[src/dsp_cfg_pkg.sv]
/* widths and counts shared across the readout design: samples, accumulator,
   buffer address, shot count and lane count */
package dsp_cfg_pkg;

	// adc and local oscillator samples, two's complement
	localparam int sample_w = 16;

	// one half of the accumulator word, x or y
	localparam int acc_half_w = 32;

	// full word written to the accumulation buffer
	localparam int acc_w = 2 * acc_half_w;

	// buffer depth is 2**accbuf_addr_w entries
	// default for the top level address width parameter
	localparam int accbuf_addr_w = 4;

	// shot counter and requested shot count
	localparam int shot_w = 32;

	// readout lanes side by side
	localparam int n_lane = 2;

	// right shift applied to each product before accumulation
	localparam int shift_w = 4;

endpackage

[src/dsp_types_pkg.sv]
/* packed types passed between the sequencer, the readout lanes and the
   measurement collector */
package dsp_types_pkg;
	import dsp_cfg_pkg::*;

	// per-cycle lane input, adc stream plus lo pair and gate
	typedef struct packed {
		logic [sample_w-1:0] sample;
		logic [sample_w-1:0] lo_x;
		logic [sample_w-1:0] lo_y;
		logic                gate;
	} lane_in_t;

	// x in the upper half, y in the lower half
	typedef struct packed {
		logic signed [acc_half_w-1:0] acc_x;
		logic signed [acc_half_w-1:0] acc_y;
	} acc_xy_t;

	// raw buffer word or split accumulator pair
	typedef union packed {
		logic [acc_w-1:0] raw;
		acc_xy_t          xy;
	} acc_word_t;

	// address field sized at the default buffer width
	typedef struct packed {
		logic                     we;
		logic [accbuf_addr_w-1:0] addr;
		acc_word_t                data;
	} accbuf_wr_t;

	// threshold bit toward the collector
	typedef struct packed {
		logic valid;
		logic meas;
	} lane_result_t;

	// one word per readout event, bit i belongs to lane i
	typedef struct packed {
		logic              valid;
		logic [n_lane-1:0] bits;
		logic [n_lane-1:0] mask;
		logic [shot_w-1:0] shot;
	} meas_t;

endpackage

[src/shot_sequencer.sv]
`timescale 1ns/1ns
/* experiment state machine with shot counting, processor reset control
   and the last-shot-done level */
module shot_sequencer (
	input  logic                           dspif,
	input  logic                           rst_n,
	input  logic                           stb_start,
	input  logic [dsp_cfg_pkg::shot_w-1:0] nshot,
	input  logic                           proc_done,
	input  logic                           no_busy,
	output logic                           proc_reset,
	output logic [dsp_cfg_pkg::shot_w-1:0] shot_cnt,
	output logic                           last_shot_done
);
	import dsp_cfg_pkg::*;

	// gray-like encoding, neighbours differ in one bit
	typedef enum logic [2:0] {
		st_idle      = 3'b000,
		st_start     = 3'b001,
		st_run       = 3'b011,
		st_wait_busy = 3'b010,
		st_more_shot = 3'b110,
		st_shot_add  = 3'b111,
		st_done      = 3'b101
	} state_t;

	state_t            state;
	state_t            next_state;
	logic [shot_w-1:0] nshot_r;
	logic [shot_w-1:0] shot_idx;
	logic [shot_w-1:0] next_idx;
	logic              proc_done_r;
	logic              no_busy_r;
	logic              shot_add;
	logic              done;

	always_ff @(posedge dspif) begin
		if (!rst_n) begin
			state <= st_idle;
		end else begin
			state <= next_state;
		end
	end

	always_comb begin
		next_state = state;
		case (state)
			st_idle:      if (stb_start) next_state = st_start;
			st_start:     next_state = st_run;
			// wait for the processors to finish the shot
			st_run:       if (proc_done_r) next_state = st_wait_busy;
			// then for all elements to go idle
			st_wait_busy: if (no_busy_r) next_state = st_more_shot;
			st_more_shot: next_state = shot_add ? st_shot_add : st_done;
			st_shot_add:  next_state = st_start;
			st_done:      next_state = st_idle;
			default:      next_state = st_idle;
		endcase
	end

	// one register stage on the processor levels
	// next-count compare settled well before more-shot
	always_ff @(posedge dspif) begin
		if (!rst_n) begin
			proc_done_r <= 1'b0;
			no_busy_r   <= 1'b0;
			next_idx    <= '0;
			shot_add    <= 1'b0;
		end else begin
			proc_done_r <= proc_done;
			no_busy_r   <= no_busy;
			next_idx    <= shot_idx + 1'b1;
			// nshot of zero keeps shooting forever
			shot_add    <= (next_idx != nshot_r) || (nshot_r == '0);
		end
	end

	// outputs follow next_state so they line up with the state register
	always_ff @(posedge dspif) begin
		if (!rst_n) begin
			proc_reset <= 1'b1;
			done       <= 1'b0;
			shot_idx   <= '0;
			shot_cnt   <= '0;
			nshot_r    <= '0;
		end else begin
			// processors run only in start and run
			proc_reset <= !(next_state == st_start || next_state == st_run);
			done       <= (next_state == st_done);
			case (next_state)
				st_idle: begin
					shot_idx <= '0;
					nshot_r  <= nshot;
				end
				st_shot_add: begin
					shot_idx <= next_idx;
					// publish index of the shot just finished
					shot_cnt <= shot_idx;
				end
				st_done:  shot_idx <= '0;
				default:  shot_idx <= shot_idx;
			endcase
		end
	end

	// set by done, cleared by the next start request
	always_ff @(posedge dspif) begin
		if (!rst_n) begin
			last_shot_done <= 1'b0;
		end else if (done || stb_start) begin
			last_shot_done <= done && !stb_start;
		end
	end

endmodule

[src/readout_lane.sv]
`timescale 1ns/1ns
/* gated mix and accumulate for one readout channel, with accumulation
   buffer write pointer and threshold bit */
module readout_lane #(
	parameter int ACCBUF_ADDR_W = dsp_cfg_pkg::accbuf_addr_w
) (
	input  logic                            dspif,
	input  logic                            rst_n,
	input  logic                            resetacc,
	input  logic [dsp_cfg_pkg::shift_w-1:0] shift,
	input  dsp_types_pkg::lane_in_t         lin,
	output dsp_types_pkg::accbuf_wr_t       wr,
	output dsp_types_pkg::lane_result_t     res
);
	import dsp_cfg_pkg::*;
	import dsp_types_pkg::*;

	lane_in_t                     lin_r;
	logic                         gate_d;
	logic                         gate_fall;
	logic signed [acc_half_w-1:0] prod_x;
	logic signed [acc_half_w-1:0] prod_y;
	acc_word_t                    acc;
	acc_word_t                    wr_data;
	logic                         we;
	logic [ACCBUF_ADDR_W-1:0]     ptr;
	logic                         lock_last;
	logic                         res_valid;
	logic                         res_meas;

	// input stage, samples and gate together
	always_ff @(posedge dspif) begin
		if (!rst_n) begin
			lin_r  <= '0;
			gate_d <= 1'b0;
		end else begin
			lin_r  <= lin;
			gate_d <= lin_r.gate;
		end
	end

	always_comb begin
		// full precision signed products
		prod_x    = $signed(lin_r.sample) * $signed(lin_r.lo_x);
		prod_y    = $signed(lin_r.sample) * $signed(lin_r.lo_y);
		gate_fall = gate_d && !lin_r.gate;
		lock_last = &ptr;
	end

	// wrapping accumulators, cleared as the result is handed off
	always_ff @(posedge dspif) begin
		if (!rst_n) begin
			acc <= '0;
		end else if (gate_fall) begin
			acc <= '0;
		end else if (lin_r.gate) begin
			acc.xy.acc_x <= acc.xy.acc_x + (prod_x >>> shift);
			acc.xy.acc_y <= acc.xy.acc_y + (prod_y >>> shift);
		end
	end

	// write strobe one cycle after the registered gate falls
	always_ff @(posedge dspif) begin
		if (!rst_n) begin
			we <= 1'b0;
		end else begin
			we <= gate_fall;
		end
	end

	always_ff @(posedge dspif) begin
		if (gate_fall) begin
			wr_data.raw <= acc.raw;
		end
	end

	// pointer moves after each write and sticks at the last entry
	always_ff @(posedge dspif) begin
		if (!rst_n) begin
			ptr <= '0;
		end else if (resetacc) begin
			ptr <= '0;
		end else if (we && !lock_last) begin
			ptr <= ptr + 1'b1;
		end
	end

	// threshold on the sign of the x accumulator
	always_ff @(posedge dspif) begin
		if (!rst_n) begin
			res_valid <= 1'b0;
		end else begin
			res_valid <= we;
		end
	end

	always_ff @(posedge dspif) begin
		res_meas <= wr_data.xy.acc_x[acc_half_w-1];
	end

	always_comb begin
		wr.we     = we;
		wr.addr   = ptr;
		wr.data   = wr_data;
		res.valid = res_valid;
		res.meas  = res_meas;
	end

endmodule

[src/meas_collect.sv]
`timescale 1ns/1ns
/* merges the lane threshold bits into one shot-tagged measurement word */
module meas_collect (
	input  logic                           dspif,
	input  logic                           rst_n,
	input  dsp_types_pkg::lane_result_t    res_a,
	input  dsp_types_pkg::lane_result_t    res_b,
	input  logic [dsp_cfg_pkg::shot_w-1:0] shot,
	output dsp_types_pkg::meas_t           meas
);
	import dsp_cfg_pkg::*;

	logic [n_lane-1:0] mask_in;
	logic [n_lane-1:0] bits_in;
	logic              valid_q;
	logic [n_lane-1:0] mask_q;
	logic [n_lane-1:0] bits_q;
	logic [shot_w-1:0] shot_q;

	// lane a in bit 0, silent lanes read as zero
	always_comb begin
		mask_in = {res_b.valid, res_a.valid};
		bits_in = {res_b.meas & res_b.valid, res_a.meas & res_a.valid};
	end

	always_ff @(posedge dspif) begin
		if (!rst_n) begin
			valid_q <= 1'b0;
		end else begin
			valid_q <= |mask_in;
		end
	end

	// payload held between words
	always_ff @(posedge dspif) begin
		if (|mask_in) begin
			mask_q <= mask_in;
			bits_q <= bits_in;
			shot_q <= shot;
		end
	end

	always_comb begin
		meas.valid = valid_q;
		meas.bits  = bits_q;
		meas.mask  = mask_q;
		meas.shot  = shot_q;
	end

endmodule

[src/dsp_top.sv]
`timescale 1ns/1ns
/* shot sequencer, two readout lanes and the measurement collector */
module dsp_top #(
	parameter int ACCBUF_ADDR_W = dsp_cfg_pkg::accbuf_addr_w
) (
	input  logic                            dspif,
	input  logic                            rst_n,
	input  logic                            stb_start,
	input  logic [dsp_cfg_pkg::shot_w-1:0]  nshot,
	input  logic                            proc_done,
	input  logic                            no_busy,
	input  logic                            resetacc,
	input  logic [dsp_cfg_pkg::shift_w-1:0] shift,
	input  dsp_types_pkg::lane_in_t         lane_a,
	input  dsp_types_pkg::lane_in_t         lane_b,
	output logic                            proc_reset,
	output logic [dsp_cfg_pkg::shot_w-1:0]  shot_cnt,
	output logic                            last_shot_done,
	output dsp_types_pkg::accbuf_wr_t       wr_a,
	output dsp_types_pkg::accbuf_wr_t       wr_b,
	output dsp_types_pkg::meas_t            meas
);
	import dsp_types_pkg::*;

	// threshold results toward the collector
	lane_result_t res_a;
	lane_result_t res_b;

	shot_sequencer i_seq (
		.dspif(dspif), .rst_n(rst_n), .stb_start(stb_start), .nshot(nshot),
		.proc_done(proc_done), .no_busy(no_busy), .proc_reset(proc_reset),
		.shot_cnt(shot_cnt), .last_shot_done(last_shot_done)
	);

	// both lanes share shift and resetacc
	readout_lane #(.ACCBUF_ADDR_W(ACCBUF_ADDR_W)) i_lane_a (
		.dspif(dspif), .rst_n(rst_n), .resetacc(resetacc), .shift(shift),
		.lin(lane_a), .wr(wr_a), .res(res_a)
	);

	readout_lane #(.ACCBUF_ADDR_W(ACCBUF_ADDR_W)) i_lane_b (
		.dspif(dspif), .rst_n(rst_n), .resetacc(resetacc), .shift(shift),
		.lin(lane_b), .wr(wr_b), .res(res_b)
	);

	// words tagged with the last finished shot index
	meas_collect i_coll (
		.dspif(dspif), .rst_n(rst_n), .res_a(res_a), .res_b(res_b),
		.shot(shot_cnt), .meas(meas)
	);

endmodule

[config.mk]
export PLATFORM = sky130hd
export DESIGN_NAME = dsp_top
export DESIGN_NICKNAME = d
export VERILOG_FILES = /design/src/dsp_cfg_pkg.sv /design/src/dsp_types_pkg.sv /design/src/shot_sequencer.sv /design/src/readout_lane.sv /design/src/meas_collect.sv /design/src/dsp_top.sv
export SDC_FILE = /design/constraint.sdc
export NUM_CORES = 2
export LEC_CHECK = 0
export BUFFER_PORTS_ARGS = -buffer_cell sky130_fd_sc_hd__clkbuf_2
export CAP_MARGIN = 20
export CORE_ASPECT_RATIO = 0.5
export CORE_MARGIN = 5
export CORE_UTILIZATION = 47
export DETAILED_ROUTE_END_ITERATION = 6
export MAX_ROUTING_LAYER = met4
export PLACE_DENSITY = 0.78
export SYNTH_ARGS = -nofsm -noshare
export SYNTH_HDL_FRONTEND = slang
export SYNTH_HIERARCHICAL = 1
export SYNTH_SLANG_ARGS = --single-unit
[constraint.sdc]
create_clock -name dspif -period 9.7 [get_ports dspif]
set_input_delay 0.97 -clock dspif [delete_from_list [all_inputs] [get_ports dspif]]
set_output_delay 0.97 -clock dspif [all_outputs]
set_load 0.03 [all_outputs]
* After elaboration in Yosys (flattened, before gate mapping) *
Index checks and enable logic that the tools add are counted.

word-level totals
  bits in registers = 544
  bits of input ports = 140
  output and inout port bits = 209
  word-level logic and storage cells = 96

operators by class
  $add $sub $neg = 7
  $mul = 4
  eq/ne operators = 10
  shift-type cells = 4
  mux-type cells = 6
  bitwise operators = 3
  reduce and logical (&&, ||, !) cells = 25

operators with widths
  kind                     count
  $add A32 B32 Y32         4
  $mul A16 B16 Y32         4
  $sshr A32 B4 Y32         4
  $pmux W32 S2             1
  $add A32 B1 Y32 const B  1
  $logic_not A32 Y1        1
  $ne A32 B32 Y1           1
  $pmux W3 S6              1
  $eq A3 B3 Y1 const B     4
  $reduce_or A2 Y1         5
  $eq A3 B2 Y1 const B     3
  $mux W3                  3
  $add A4 B1 Y4 const B    2
  $reduce_and A4 Y1        2
  $eq A3 B1 Y1 const B     2
  $logic_not A1 Y1         6
  $logic_not A3 Y1         2
  $logic_and A1 B1 Y1      5
  $logic_or A1 B1 Y1       3
  $and A1 B1 Y1            2
  $mux W2                  1
  $reduce_bool A2 Y1       1
  $not A1 Y1               1

* Longest topological paths before layout *
  depth in word-level cells = 5
  gate-level depth with buffers = 39
  depth with buffers taken out = 38

* Cells and area by module *
The synthesis kept the hierarchy.

modules (own cells, without submodules)
  module                    times used  cells an instance  area each (um^2)  sequential area each (um^2)
  readout_lane at i_lane_b  1           3422               31595.3           4344.2
  readout_lane at i_lane_a  1           3385               31233.7           4344.2
  shot_sequencer            1           652                5470.2            2742.6
  meas_collect              1           42                 1136.1            1101.1

* Worst setup path after synthesis *
Ideal clock, no wire load.

  path type = register to register
  start = reg i_lane_a/lin_r[48] in the netlist's numbering
  end = reg i_lane_a/acc[63] in the netlist's numbering
  setup time = 0.116 ns
  arrival = 9.034 ns
  data required time = 9.584 ns
  path slack = 0.550 ns
  cell stages (with the launch flop) = 37
  buffers on the path = 2
  period minus slack after synthesis = 9.150 ns
  path through = dfxtp_1 -> clkbuf_1 -> nand2_1 -> inv_1 -> fa_1 -> fa_1 -> fa_1 -> fa_1 -> fa_1 -> inv_1 -> fa_1 -> inv_1 -> ha_1 -> clkbuf_1 -> a21o_1 -> a21oi_1 -> o21bai_1 -> a21o_1 -> a22o_1 -> a21o_1 -> a311oi_1 -> mux2i_1 -> o221ai_1 -> mux2_2 -> mux2i_1 -> ha_1 -> nand2_1 -> a2111oi_0 -> nand3_1 -> o2111ai_1 -> o211ai_1 -> o21bai_1 -> o21ai_0 -> o2111ai_1 -> xnor2_1 -> a211oi_1 -> a41o_1

between the ends
  longest elaborated chain between the ends = 3

ends and longest elaborated chain
  what                    line                source
  start, declared         readout_lane.sv:18  lane_in_t lin_r;
  start signal, assigned  readout_lane.sv:37  lin_r <= lin;
  $mul A16 B16 Y32        readout_lane.sv:44  prod_x = $signed(lin_r.sample) * $signed(lin_r.lo_x);
  $sshr A32 B4 Y32        readout_lane.sv:57  acc.xy.acc_x <= acc.xy.acc_x + (prod_x >>> shift);
  $add A32 B32 Y32        readout_lane.sv:57
  end, declared           readout_lane.sv:23  acc_word_t acc;

No other way between the ends.
A chain may end at the register's enable or synchronous reset.

* Final worst setup path *
  start = reg i_lane_a/lin_r[48] in the netlist's numbering
  end = reg i_lane_a/acc[31] in the netlist's numbering

between the ends
  longest elaborated chain between the ends = 3

ends and longest elaborated chain
  what              line                source
  $mul A16 B16 Y32  readout_lane.sv:45  prod_y = $signed(lin_r.sample) * $signed(lin_r.lo_y);
  $sshr A32 B4 Y32  readout_lane.sv:58  acc.xy.acc_y <= acc.xy.acc_y + (prod_y >>> shift);
  $add A32 B32 Y32  readout_lane.sv:58

No other way between the ends.

==> flow_summary.yaml <==
global_routing:
  grt_max_degree: 73
  grt_pass1_wl_um: 294000
  grt_pass1_vias: 55741
  grt-ovfl-total: 0
  grt_usage_pct: 24.0
  antenna_found_initial: 2
route:
  wl_um: 182000
  num_vias: 53745
  ant_nets: 0
  dr.pass1.iters: 6
  vias_per_cell: 5.49
  route.detailed.drc: 0
  wl_per_cell_um: 18.6
  drtIter0Drc: 3875
power_and_ir_drop:
  pwr-share-comb_pct: 73.8
  p_int_mw: 9.88
  power_frac_seq_pct: 15.0
  switching_power_mw: 9.55
  ir_drop_uv: 213
  clkPwrFrac_pct: 11.2
  power_leakage_nw: 36.2
  finalPower_mw: 19.4
  powerDensity_nw_per_um2: 254
  power_switching_share_pct: 49.1
floorplan:
  core_area_um2: 146000
  io_pins: 349
  num_rows: 99
  die_y_um: 282
  die_w_um: 554
  start_util_pct: 47.5
  dieArea_um2: 156000
yosys:
  ys_ff_latch: 544
  netlist_instances: 7501
  synth_enable_flop_cells: 164
  yosys.area.top_type: "fa_1"
  seq_area_frac_synth_pct: 18.0
  synth_warnings: 6
  ys_types: 106
  post-synth-top-count-cell: "inv_1"
  async_flop_share_pct: 0
  syn_area_um2: 69400
  synth_ff_type: "dfxtp_1"
  syn_avg_cell_area_um2: 9.26
  synthTopCellsByCount: "inv_1, fa_1, nand2_1"
  synth_top_cell_area_share_pct: 30.3
  synth_nets: 9156
  yosys-top-cells-area: "fa_1, dfxtp_1, ha_1"
critical_path:
  crit_path_end_kind: "register"
  start_kind: "register"
  worstSetupPathType: "register to register"
  crit_slowest_cell: "fa_1"
  slowest_delay_ns: 0.63
  crit_top_cell: "fa_1"
  crit_required_ns: 10.29
  cp_data_arrival_time_ns: 9.99
  cpLargestDelayFamily: "adder cells"
  crit_fanout: 32
  worst-path-buf-inv: 5
finish:
  final_nets: 9437
  fill_cells: 13006
  utilization_pct: 52.3
  fin_area_um2: 76500
  drive_above_1_share_pct: 11.5
  finalNonFillerCells: 9796
  synthToLayoutAreaGrowth_pct: 10.2
sta:
  fin_crit_ns: 9.40
  finClkSkew_ns: 0.0907
  max_clock_freq_ghz: 0.106
  setup_violations: 0
  hold-worst-slack_ns: 0.398
  final-max-slew-violation-count: 0
  tightestPinTransition_ns: 0.980
  rsz0062_at_grt: "true"
  fin_crit_sh_pct: 96.9
  slew_headroom_pct: 34.5
  hold_viol_final: 0
placement:
  hpwlAfterDp_um: 145000
  io_buffers: 348
  placedCellCount: 9687
  placed_area_um2: 74300
  routabilityCongestion: 0.972
clock_network:
  clk_latency_ns: 0.71
  cts_max_level: 2
  cts.sinks: 544
  cts_inserted_buffers: 51
  clockBufferDepth: 3
  clock-root-buffer: "clkbuf_16"
  cts_tree: "built"
  clkTransAtPathRegs_ns: 0.08
hold_path:
  hold_path_class: "register to register"
outcome:
  status: "finished clean"
flow_run:
  maxCapViolations: 0
-- layer usage --
metal  track usage, %  routed length, µm
met1             30.1              74700
met2             39.3              86600
met3             4.57              14200
met4             7.82               6630
met5                -                  0
-- sequential cells by signal, summed over array words and instances (netlist names), 32 cells and up --
signal / count
i_seq/nshot_r: 32
i_seq/next_idx: 32
i_lane_b/wr_data: 64
i_lane_a/lin_r: 49
i_lane_a/wr_data: 64
i_seq/shot_idx: 32
i_lane_b/acc: 64
i_coll/shot_q: 32
i_lane_a/acc: 64
i_seq/shot_cnt: 32
i_lane_b/lin_r: 49
-- through the flow --
stage,setup TNS [ns],setup slack [ns]
2_1_floorplan,0,0.550
3_3_place_gp,0,0.163
3_5_place_dp,0,0.0582
4_1_cts,0,0.0468
5_1_grt,-0.275,-0.118
6_report,0,0.300
-- placed cells by master, fill, tap and decap left out, types with 50 or more instances in the layout --
cell and instances:
a211oi_1 79, a21o_1 99, a21oi_1 340, and2_1 574
buf_4 215, clkbuf_16 52, clkbuf_2 343, dfxtp_1 344
edfxtp_1 164, fa_1 1047, ha_1 460, inv_1 1173
mux2i_1 229, nand2_1 854, nand2b_1 51, nand3_1 74
nor2_1 384, nor3_1 57, o21a_1 50, o21ai_0 161
xnor2_1 175, xor2_1 105
-- cell type report --
cell class	instances	area [µm²]	share of cell area, %
repair buffers	585	3840	5.01
well taps	1969	2460	3.22
inverters	1182	4440	5.80
diodes	2	5.00	0.00654
clock inverters	27	389	0.508
flip-flops and latches	544	12600	16.4
multi-input cells	5418	51400	67.2
clock buffers	69	1420	1.85
-- path summary, 6_finish.rpt --
| kind | start | end | slack (ns) | cells past startpoint |
|---|---|---|---|---|
| worst max-delay path | i_lane_a/lin_r[48]$_SDFF_PN0_ | i_lane_a/acc[31]$_SDFFE_PP0P_ | 0.30 | 29 |
| worst min-delay path | i_lane_b/wr_data[63]$_DFFE_PP_ | i_lane_b/res_meas$_DFF_P_ | 0.40 | 0 |
| worst max register to register | i_lane_a/lin_r[48]$_SDFF_PN0_ | i_lane_a/acc[31]$_SDFFE_PP0P_ | 0.30 | 29 |
| worst min register to register | i_lane_b/wr_data[63]$_DFFE_PP_ | i_lane_b/res_meas$_DFF_P_ | 0.40 | 0 |
-- cell families (layout without fill, tap and decap cells) --
group                      Yosys count  in the layout  synth area share, %
DFF                                544            544                 18.0
other                                0              2                    0
muxes                              313            313                 5.51
buffers and inverters             1539           1863                 8.39
adders and majority gates         1515           1515                 38.7
xor gates and xnor gates           291            291                 3.68
and+or+nand+nor                   2212           2212                 15.4
AOI/OAI and AO/OA                 1087           1087                 10.3
-- repair_timing --
item | CTS | global route
gates resized for setup | 0 | 102
buffers inserted | 0 | 10
endpoints found under the setup margin | 0 | 41
hold buffers | 0 | 0
-- power by group through the flow --
stage	sequential (mW)	clock, mW	combinational (mW)
2_1_floorplan	2.88	0	9.93
3_3_place_gp	2.96	0	13.4
3_5_place_dp	2.97	0	13.7
4_1_cts	2.92	2.22	13.8
5_1_grt	2.95	2.31	15.8
6_report	2.92	2.17	14.3
(Power assumes the default switching activity.)
